**src/common/mmuPkg.sv**
```systemverilog
// mmu shared definitions for Sv32 translation
// widths, page table entry views, walk side and page kind
`default_nettype none

package mmuPkg;

   ////////////////////////////////////////////////////////////////////////////
   // address widths
   ////////////////////////////////////////////////////////////////////////////

   localparam int vaBits  = 32;   // virtual address
   localparam int paBits  = 34;   // Sv32 physical address
   localparam int ppnBits = 22;   // physical page number
   localparam int vpnBits = 20;   // virtual page number, vpn1 and vpn0

   ////////////////////////////////////////////////////////////////////////////
   // page table entry
   ////////////////////////////////////////////////////////////////////////////

   // one pte word, read as a pointer to the next table or as a leaf
   typedef union packed {
      struct packed {
         logic [ppnBits-1:0] ppn;    // full ppn, base of next level table
         logic [1:0]         rsw;    // reserved for software
         logic [7:0]         flags;  // not decoded on the pointer path
      } ptr;
      struct packed {
         logic [11:0] ppn1;          // megapage frame number
         logic [9:0]  ppn0;          // must be zero for a megapage
         logic [1:0]  rsw;
         logic        d;             // dirty
         logic        a;             // accessed
         logic        g;             // global
         logic        u;             // user
         logic        x;             // execute
         logic        w;             // write
         logic        r;             // read
         logic        v;             // valid
      } leaf;
   } sv32Pte_u;

   // which tlb a walk is serving
   typedef enum logic {instrSide, dataSide} walkSide_e;

   // kind of page held by a tlb entry, sets the number of offset bits
   typedef enum logic {kiloPage, megaPage} pageKind_e;

endpackage

`default_nettype wire

```
**src/common/tlbFillIf.sv**
```systemverilog
// tlb fill port between one TLB and the page table walker
// carries the miss request out and the leaf entry back
`default_nettype none

interface tlbFillIf;
   import mmuPkg::*;

   // tlb to walker
   logic               miss;        // held while the request misses
   logic [vpnBits-1:0] missVpn;
   logic               missStore;   // the missing access is a store

   // walker to tlb, write is a single cycle pulse
   logic               write;
   logic [vpnBits-1:0] writeVpn;
   sv32Pte_u           writePte;
   pageKind_e          writeKind;

   modport tlb (output miss, missVpn, missStore,
                input  write, writeVpn, writePte, writeKind);

   modport walker (input  miss, missVpn, missStore,
                   output write, writeVpn, writePte, writeKind);

endinterface

`default_nettype wire

```
**src/hdl/mmu.sv**
```systemverilog
// Sv32 mmu top level
// instruction and data TLBs sharing one page table walker
`default_nettype none

module mmu #(
   parameter int tlbEntries = 4                       // per tlb, power of two
) (
   input  logic                        clk,
   input  logic                        reset,
   input  logic [31:0]                 satp,

   // instruction side
   input  logic                        instrReq,
   input  logic [mmuPkg::vaBits-1:0]   instrVAdr,
   output logic [mmuPkg::paBits-1:0]   instrPAdr,
   output logic                        instrHit,

   // data side
   input  logic                        dataReq,
   input  logic [mmuPkg::vaBits-1:0]   dataVAdr,
   input  logic                        dataStore,
   output logic [mmuPkg::paBits-1:0]   dataPAdr,
   output logic                        dataHit,

   // Wishbone classic master, read only
   output logic                        wbCyc,
   output logic                        wbStb,
   output logic [mmuPkg::paBits-1:0]   wbAdr,
   input  logic [31:0]                 wbDatI,
   input  logic                        wbAck,

   // page faults, one cycle pulses
   output logic                        instrPageFault,
   output logic                        loadPageFault,
   output logic                        storePageFault
);

   tlbFillIf instrFill ();
   tlbFillIf dataFill ();

   tlb #(.tlbEntries(tlbEntries)) itlb (
      .clk   (clk),
      .reset (reset),
      .req   (instrReq),
      .vAdr  (instrVAdr),
      .store (1'b0),          // fetches never store
      .satp  (satp),
      .pAdr  (instrPAdr),
      .hit   (instrHit),
      .fill  (instrFill)
   );

   tlb #(.tlbEntries(tlbEntries)) dtlb (
      .clk   (clk),
      .reset (reset),
      .req   (dataReq),
      .vAdr  (dataVAdr),
      .store (dataStore),
      .satp  (satp),
      .pAdr  (dataPAdr),
      .hit   (dataHit),
      .fill  (dataFill)
   );

   pageTableWalker walker (
      .clk            (clk),
      .reset          (reset),
      .satp           (satp),
      .instrFill      (instrFill),
      .dataFill       (dataFill),
      .wbCyc          (wbCyc),
      .wbStb          (wbStb),
      .wbAdr          (wbAdr),
      .wbDatI         (wbDatI),
      .wbAck          (wbAck),
      .instrPageFault (instrPageFault),
      .loadPageFault  (loadPageFault),
      .storePageFault (storePageFault)
   );

endmodule

`default_nettype wire

```
**src/hdl/tlb.sv**
```systemverilog
// fully associative TLB for Sv32 with combinational lookup
// entries are filled by the walker in round-robin order
`default_nettype none

module tlb #(
   parameter int tlbEntries = 4                     // power of two
) (
   input  logic                        clk,
   input  logic                        reset,
   input  logic                        req,         // translation request
   input  logic [mmuPkg::vaBits-1:0]   vAdr,
   input  logic                        store,
   input  logic [31:0]                 satp,
   output logic [mmuPkg::paBits-1:0]   pAdr,
   output logic                        hit,
   tlbFillIf.tlb                       fill
);
   import mmuPkg::*;

   localparam int idxBits = (tlbEntries > 1) ? $clog2(tlbEntries) : 1;

   logic [tlbEntries-1:0] valid;
   logic [vpnBits-1:0]    entryVpn  [tlbEntries];
   sv32Pte_u              entryPte  [tlbEntries];
   pageKind_e             entryKind [tlbEntries];
   logic [idxBits-1:0]    fillPtr;                  // next slot to replace

   logic [vpnBits-1:0]    vpn;
   logic                  bare;                     // satp mode clear
   logic                  matchAny;
   logic [idxBits-1:0]    matchIdx;
   sv32Pte_u              matchPte;
   logic                  dirtyBlock;               // store to a clean page
   logic                  translated;

   assign vpn  = vAdr[vaBits-1:12];
   assign bare = ~satp[31];

   ////////////////////////////////////////////////////////////////////////////
   // lookup
   ////////////////////////////////////////////////////////////////////////////

   // megapage entries compare vpn1 only
   always_comb begin
      matchAny = 1'b0;
      matchIdx = '0;
      for (int i = 0; i < tlbEntries; i++) begin
         if (valid[i] && (entryVpn[i][19:10] == vpn[19:10]) &&
             ((entryKind[i] == megaPage) || (entryVpn[i][9:0] == vpn[9:0]))) begin
            matchAny = 1'b1;
            matchIdx = idxBits'(i);
         end
      end
   end

   assign matchPte   = entryPte[matchIdx];
   assign dirtyBlock = store & ~matchPte.leaf.d;   // walker re-checks and faults
   assign translated = matchAny & ~dirtyBlock;

   always_comb begin
      if (bare)
         pAdr = {{(paBits-vaBits){1'b0}}, vAdr};   // zero extended va
      else if (entryKind[matchIdx] == megaPage)
         pAdr = {matchPte.leaf.ppn1, vAdr[21:0]};
      else
         pAdr = {matchPte.leaf.ppn1, matchPte.leaf.ppn0, vAdr[11:0]};
   end

   assign hit = req & (bare | translated);

   // miss never raised in bare mode
   assign fill.miss      = req & ~bare & ~translated;
   assign fill.missVpn   = vpn;
   assign fill.missStore = store;

   ////////////////////////////////////////////////////////////////////////////
   // fill
   ////////////////////////////////////////////////////////////////////////////

   always_ff @(posedge clk) begin
      if (reset) begin
         valid   <= '0;
         fillPtr <= '0;
      end else if (fill.write) begin
         valid[fillPtr] <= 1'b1;
         fillPtr <= (fillPtr == idxBits'(tlbEntries - 1)) ? '0 : fillPtr + 1'b1;
      end
   end

   always_ff @(posedge clk) begin
      if (fill.write) begin
         entryVpn[fillPtr]  <= fill.writeVpn;
         entryPte[fillPtr]  <= fill.writePte;
         entryKind[fillPtr] <= fill.writeKind;    // kilo or mega
      end
   end

endmodule

`default_nettype wire

```
**src/pageTableWalker/pageTableWalker.sv**
```systemverilog
// Sv32 hardware page table walker, two levels, Wishbone classic master
// checks each pte, fills the missing TLB or raises the page fault
`default_nettype none

module pageTableWalker (
   input  logic                        clk,
   input  logic                        reset,
   input  logic [31:0]                 satp,
   tlbFillIf.walker                    instrFill,
   tlbFillIf.walker                    dataFill,
   output logic                        wbCyc,
   output logic                        wbStb,
   output logic [mmuPkg::paBits-1:0]   wbAdr,
   input  logic [31:0]                 wbDatI,
   input  logic                        wbAck,
   output logic                        instrPageFault,
   output logic                        loadPageFault,
   output logic                        storePageFault
);
   import mmuPkg::*;

   // walker states
   localparam logic [2:0] idle        = 3'd0;
   localparam logic [2:0] level1Bus   = 3'd1;   // read root table entry
   localparam logic [2:0] level1Check = 3'd2;
   localparam logic [2:0] level0Bus   = 3'd3;   // read second level entry
   localparam logic [2:0] level0Check = 3'd4;
   localparam logic [2:0] leaf        = 3'd5;   // tlb write pulse
   localparam logic [2:0] fault       = 3'd6;   // fault pulse

   logic [2:0]         state;
   logic [2:0]         nextState;
   logic               startWalk;

   walkSide_e          side;        // latched at walk start
   logic [vpnBits-1:0] vpn;
   logic               storeFlag;
   sv32Pte_u           pte;         // entry under check
   pageKind_e          kind;        // page kind of the leaf found

   logic               pteValid;
   logic               pteLeaf;
   logic               misaligned;
   logic               adFault;

   // data side wins when both tlbs miss
   assign startWalk = (state == idle) & (instrFill.miss | dataFill.miss);

   ////////////////////////////////////////////////////////////////////////////
   // entry checks
   ////////////////////////////////////////////////////////////////////////////

   assign pteValid   = pte.leaf.v & ~(pte.leaf.w & ~pte.leaf.r);
   assign pteLeaf    = pte.leaf.r | pte.leaf.w | pte.leaf.x;
   assign misaligned = |pte.leaf.ppn0;                          // megapage only
   assign adFault    = ~pte.leaf.a | (storeFlag & ~pte.leaf.d);

   ////////////////////////////////////////////////////////////////////////////
   // state machine
   ////////////////////////////////////////////////////////////////////////////

   always_comb begin
      nextState = state;
      case (state)
         idle: begin
            if (startWalk)
               nextState = level1Bus;
         end
         level1Bus: begin
            if (wbAck)
               nextState = level1Check;   // entry captured this cycle
         end
         level1Check: begin
            if (pteValid && pteLeaf && !misaligned && !adFault)
               nextState = leaf;          // megapage
            else if (pteValid && !pteLeaf)
               nextState = level0Bus;     // pointer, go down one level
            else
               nextState = fault;
         end
         level0Bus: begin
            if (wbAck)
               nextState = level0Check;
         end
         level0Check: begin
            if (pteValid && pteLeaf && !adFault)
               nextState = leaf;          // kilopage
            else
               nextState = fault;         // pointer at the last level too
         end
         leaf:    nextState = idle;
         fault:   nextState = idle;
         default: nextState = idle;
      endcase
   end

   always_ff @(posedge clk) begin
      if (reset)
         state <= idle;
      else
         state <= nextState;
   end

   // walk context and captured entry
   always_ff @(posedge clk) begin
      if (startWalk) begin
         side      <= dataFill.miss ? dataSide : instrSide;
         vpn       <= dataFill.miss ? dataFill.missVpn : instrFill.missVpn;
         storeFlag <= dataFill.miss ? dataFill.missStore : instrFill.missStore;
      end
      if (wbCyc && wbAck)
         pte <= wbDatI;
      if ((state == level1Check) || (state == level0Check))
         kind <= (state == level1Check) ? megaPage : kiloPage;
   end

   ////////////////////////////////////////////////////////////////////////////
   // bus and outputs
   ////////////////////////////////////////////////////////////////////////////

   // cyc and stb held through the bus state, drop after ack
   assign wbCyc = (state == level1Bus) | (state == level0Bus);
   assign wbStb = wbCyc;

   always_comb begin
      if (state == level0Bus)
         wbAdr = {pte.ptr.ppn, vpn[9:0], 2'b00};           // next table from pointer
      else
         wbAdr = {satp[ppnBits-1:0], vpn[19:10], 2'b00};   // root table
   end

   assign instrFill.write     = (state == leaf) & (side == instrSide);
   assign instrFill.writeVpn  = vpn;
   assign instrFill.writePte  = pte;
   assign instrFill.writeKind = kind;

   assign dataFill.write      = (state == leaf) & (side == dataSide);
   assign dataFill.writeVpn   = vpn;
   assign dataFill.writePte   = pte;
   assign dataFill.writeKind  = kind;

   // fault output picked by latched side and access type
   assign instrPageFault = (state == fault) & (side == instrSide);
   assign loadPageFault  = (state == fault) & (side == dataSide) & ~storeFlag;
   assign storePageFault = (state == fault) & (side == dataSide) & storeFlag;

endmodule

`default_nettype wire

```
**config.mk**
```make
export PLATFORM = sky130hd
export DESIGN_NAME = mmu
export DESIGN_NICKNAME = d
export VERILOG_FILES = /design/src/common/mmuPkg.sv /design/src/common/tlbFillIf.sv /design/src/hdl/mmu.sv /design/src/hdl/tlb.sv /design/src/pageTableWalker/pageTableWalker.sv
export SDC_FILE = /design/constraint.sdc
export NUM_CORES = 1
export LEC_CHECK = 0
export ABC_AREA = 1
export BUFFER_PORTS_ARGS = -buffer_cell sky130_fd_sc_hd__clkbuf_2
export CAP_MARGIN = 20
export CORE_MARGIN = 3
export CORE_UTILIZATION = 47
export DETAILED_ROUTE_END_ITERATION = 6
export PLACE_DENSITY = 0.67
export SYNTH_ARGS = -nofsm -noshare
export SYNTH_HDL_FRONTEND = slang
export SYNTH_SLANG_ARGS = --single-unit
```
**constraint.sdc**
```tcl
create_clock -name clk -period 7.9 [get_ports clk]
set_input_delay 0 -clock clk [delete_from_list [all_inputs] [get_ports clk]]
set_output_delay 0 -clock clk [all_outputs]
set_load 0.02 [all_outputs]
```
=== After elaboration in Yosys (flattened, before gate mapping) ===
Memory sizes are Yosys's and may differ from the RTL's.
Index checks and enable logic that the tools add are counted.

* Memories: 6
* Output and inout port bits: 109
* Word-level logic and storage cells: 165
* Register bits after elaboration: 70
* RAM bits: 424
* Input bits: 134

{| class="wikitable"
|+ Memories
! name !! words !! width !! read ports !! clocked after memory_dff !! wr ports !! line !! source
|-
| dtlb.entryPte || 4 || 32 || 1 || 0 || 1 || tlb.sv:24 || <nowiki>sv32Pte_u entryPte [tlbEntries];</nowiki>
|-
| itlb.entryPte || 4 || 32 || 1 || 0 || 1 || tlb.sv:24 ||
|-
| dtlb.entryVpn || 4 || 20 || 4 || 0 || 1 || tlb.sv:23 || <nowiki>logic [vpnBits-1:0] entryVpn [tlbEntries];</nowiki>
|-
| itlb.entryVpn || 4 || 20 || 4 || 0 || 1 || tlb.sv:23 ||
|-
| dtlb.entryKind || 4 || 1 || 5 || 0 || 1 || tlb.sv:25 || <nowiki>pageKind_e entryKind [tlbEntries];</nowiki>
|-
| itlb.entryKind || 4 || 1 || 5 || 0 || 1 || tlb.sv:25 ||
|}

* Reduce and logical (&&, ||, !) cells: 39
* $add $sub $neg: 2
* Bitwise gates (word level): 38
* Equal/unequal tests: 27
* Mux-type cells: 39
* Magnitude comparators: 4

{| class="wikitable"
|+ Operators by type and width
! kind !! count
|-
| $eq A10 B10 Y1 || 16
|-
| $mux W34 || 3
|-
| $mux W22 || 2
|-
| $logic_and A1 B1 Y1 || 24
|-
| $mux W20 || 1
|-
| $and A1 B1 Y1 || 18
|-
| $mux W1 || 18
|-
| $mux W3 || 5
|-
| $pmux W3 S5 || 1
|-
| $mux W2 || 7
|-
| $not A1 Y1 || 11
|-
| $reduce_or A10 Y1 || 1
|-
| $eq A3 B3 Y1 const B || 3
|-
| $logic_or A1 B1 Y1 || 9
|-
| $or A4 B4 Y4 || 2
|-
| $or A1 B1 Y1 || 7
|-
| $eq A3 B2 Y1 const B || 2
|-
| $lt A2 B3 Y1 const B || 2
|-
| $add A2 B1 Y2 const B || 2
|-
| $demux W1 S2 || 2
|-
| $eq A2 B2 Y1 const B || 2
|-
| $ge A2 B1 Y1 const B || 2
|-
| $ne A2 B2 Y1 const B || 2
|-
| $eq A3 B1 Y1 const B || 1
|-
| 4 further kinds || 6
|}

=== Depth between registers and ports, before layout ===
An unclocked memory read counts as a cell.

* Depth after elaboration: 18
* Mapped depth: 20
* Depth with buffers taken out: 20

=== Cells and area by module ===
A second synthesis with hierarchy kept.

* Cells, all modules: 1,926
* Area total of the unflattened synthesis: 20,084.3 µm²

{| class="wikitable"
|+ Modules (own cells, without submodules)
! module !! cells each !! times used !! area an instance (µm²)
|-
| tlb (itlb) || 791 || 1 || 8,516.9
|-
| tlb (dtlb) || 785 || 1 || 8,498.2
|-
| pageTableWalker || 349 || 1 || 3,065.4
|-
| mmu || 1 || 1 || 3.8
|}

=== Least setup slack after synthesis ===
Ideal clock, no wire load.

* Path type: register to register
* Start: memory dtlb.entryVpn[1][4]
* End: register walker.vpn[0] (netlist: walker.dataFill.writeVpn[0]), enable pin
* Buffers on the path: 0
* Path slack: 4,355 ps
* Arrival time: 3,110 ps
* Stages on the path, launching flop included: 16
* Setup time: 435 ps
* Data required time: 7,465 ps
* Path through: edfxtp_1 -> inv_1 -> nand2_1 -> nand2_1 -> nand2_1 -> nor2_1 -> nand3_1 -> a21oi_4 -> nand2_2 -> nand2_4 -> nand2_1 -> nand2_1 -> nand3_1 -> nand2_2 -> nand2_4 -> a21boi_0

{| class="wikitable"
|+ RTL lines
! item !! line !! source
|-
| start, declared || tlb.sv:23 ||
|-
| end signal, assigned || pageTableWalker.sv:108 || <nowiki>vpn <= dataFill.miss ? dataFill.missVpn : instrFill.missVpn;</nowiki>
|-
| end, declared || pageTableWalker.sv:36 || <nowiki>logic [vpnBits-1:0] vpn;</nowiki>
|}

==> results.tsv <==
metric	value	unit
largest family of logic cells by synthesized area	simple AND/OR/NAND/NOR gates	
CTS Sinks	414	
synth top area cells	edfxtp_1 (66%), nand2_1 (6.2%), nor2_1 (4.0%)	
Leak Pwr	8.03	nW
Placed Cells	2171	
PostCTS Resize Cnt	0	
Final Setup Violations	0	
FMAX	219	MHz
Synth Area in Simple Gates	0.133	
Max Cap Viol	0	
GRT Resource Usage Total	0.235	
Yosys cell types	50	
Starting Density	0.478	
most frequent cells after synthesis	edfxtp_1 (399), nand2_1 (298), nor2_1 (194)	
CP Launch Type	register	
DR vias/cell	5.40	
io pins	243	
largest net degree at the start of global routing	47	
Clock Skew	0.0221	ns
fin. max-slew vios	0	
root buf cell	clkbuf_16	
fillers	3156	
# DRC	0	
Rel. slew slack	0.352	
TritonCTS clock tree	yes	
Rows	71	
Post-DP Area	19200	um2
initial DRC count	1136	
antenna viol nets, final	0	
Post-Route WL	48300	um
Pre-Repair DR Iteration Count	6	
share of cells above drive strength 1	0.175	
Worst EP required	7.90	ns
IO buf count	179	
DP Wirelength	31500	um
Post-Synth XOR/XNOR Area	0.0374	
mux contribution to synthesized area	0	
Max VDD drop	0.148	mV
most frequent cell after synthesis	edfxtp_1	
Final TNS setup	0	ns
core area	37800	um2
die width	202	um
Post-Synth Adder-Cell Area	0.00555	
endpoints failing hold	0	
outcome	finished clean	
Compound-Gate Fraction of Synth Area	0.0831	
RD Place Congestion	0.890	
Yosys top cell area share	0.664	
area delta synth->final	16.9	%
worst hold path class	input pin to output port	
fin nets	1908	
crit path DAT	4.58	ns
hold path depth	0	
wire length per cell	20.9	um
die height	202	um
Crit. End Element	output port	
crit path max fanout	25	
final non-filler cell total	2307	
sequential area share after synthesis	0.681	
RSZ-0062 raised after global routing	false	
fin crit period	4.58	ns
clk buf depth	3	
global-route wire length before repair	72800	um
vias in the first global route	12100	
crit path kind	register to output port	
Netlist Area Pre-Place	18000	um2
Setup Slack @ Placement	3.75	ns
warnings from Yosys	0	
area leader, netlist	edfxtp_1	
total die area	40800	um2
Most used DFF post-synth	edfxtp_1	
H-tree depth	2	
Design Area, Final	21100	um2
final worst-path cycle share	0.579	
async set-reset flop share out of synthesis	0	
via count	12500	
total congestion overflow	0	
P per Cell Area	244	nW/um2
Avg Cell Area, Syn	11.6	um2
initial antenna violation count	0	
clk slew on worst S/H paths	0.06	ns
worst-case reg-to-reg path depth	15	
Post-synth EDFFs	399	
Final WS setup	3.32	ns
Tightest Pin Transition	0.971	ns
synthesis-stage register bit count	414	
Worst-Skew Late Latency	0.55	ns
TritonCTS Buffers	40	
Mapped Cells	1555	
n_diodes	0	
[registers in the layout, summed over array words and instances (netlist names), 3 cells and up]
name and cells:
dtlb.valid 4, itlb.entryVpn 80, walker.dataFill.writeVpn 20, itlb.entryPte 88, walker.dataFill.writePte 28, itlb.valid 4
dtlb.entryPte 92, dtlb.entryVpn 80, walker.state 3, dtlb.entryKind 4, itlb.entryKind 4
[area by class of cell]
| class | instances | area, um2 | share of cell area |
|---|---|---|---|
| timing repair buffer | 254 | 1630 | 0.0772 |
| sequential | 414 | 12300 | 0.582 |
| tap | 511 | 639 | 0.0303 |
| multi-input combinational | 902 | 4700 | 0.223 |
| inverter | 154 | 578 | 0.0274 |
| clock inverter | 17 | 164 | 0.00777 |
| clock buffer | 55 | 1100 | 0.0521 |
[placed cells by master (no fill, tap or decap), types with 8 or more instances in the layout]
master / instances
xor2_1: 39
o211ai_1: 14
o221ai_1: 37
clkbuf_2: 179
clkbuf_16: 41
a31o_2: 8
a21oi_1: 25
dlygate4sd3_1: 63
ha_1: 8
or2_2: 10
xnor2_1: 38
o21ai_0: 82
inv_1: 131
nor3_1: 11
nand4_1: 15
nand2_1: 298
dfxtp_1: 15
clkbuf_1: 12
edfxtp_1: 399
nand3_1: 25
nor2_1: 190
o21ai_1: 33
buf_4: 11
inv_2: 22
[critical path, stage by stage (launching register included)]
cell and delay [ns]:
edfxtp_1 0.38, inv_1 0.06, nand2_1 0.05, nand2_1 0.07, nand2_1 0.06, nor2_1 0.15, nand3_1 0.28, a21oi_4 0.74
nand2_2 0.17, nand2_4 0.35, inv_2 0.32, o21ai_1 0.21, nand3_1 0.51, a21oi_1 0.46, clkbuf_2 0.23
[timing repair]
item                                   CTS  global route
hold buffers                            63             0
buffers inserted                         0             0
endpoints found under the hold margin   59             0
[kinds of logic after synthesis]
| kind of cell | count (synthesis) |
|---|---|
| AOI/OAI and AO/OA | 235 |
| xor gates and xnor gates | 77 |
| adders and majority gates | 8 |
| buffers and inverters | 240 |
| DFF | 414 |
| other | 1 |
| and+or+nand+nor | 580 |
[path summary, 6_finish.rpt]
kind / slack [ns] / endpoint / from
max: 3.32 / dataPAdr[21] / dtlb.entryVpn[1][4]$_DFFE_PP_
min reg2reg: 0.46 / itlb.valid[3]$_SDFFE_PP0P_ / itlb.valid[3]$_SDFFE_PP0P_
min: 0.000007 / dataPAdr[9] / dataVAdr[9]
max reg2reg: 3.56 / walker.state[2]$_SDFFE_PP0P_ / dtlb.entryVpn[3][0]$_DFFE_PP_
[power breakdown]
group | internal [mW] | switching (mW)
sequential | 2.59 | 0.158
combinational | 0.170 | 0.356
clock | 1.05 | 0.812
[metal layers]
metal,vias up,wire length [um],GRT usage
li1,5764,-,-
met1,6020,19900,0.328
met2,584,23100,0.384
met3,100,3740,0.0304
met4,0,1440,0.0792
met5,-,0,0
[stage by stage]
stage               hold slack (ns)  power, mW  utilization
finish                   0.00000695       5.14        0.559
global route              0.0000342       5.32        0.559
CTS                        0.000137       5.17        0.558
detailed placement         0.000137       3.29        0.508
global placement           0.000137       3.28        0.508
floorplan                    0.0989       3.04            -
(Power assumes the default switching activity.)
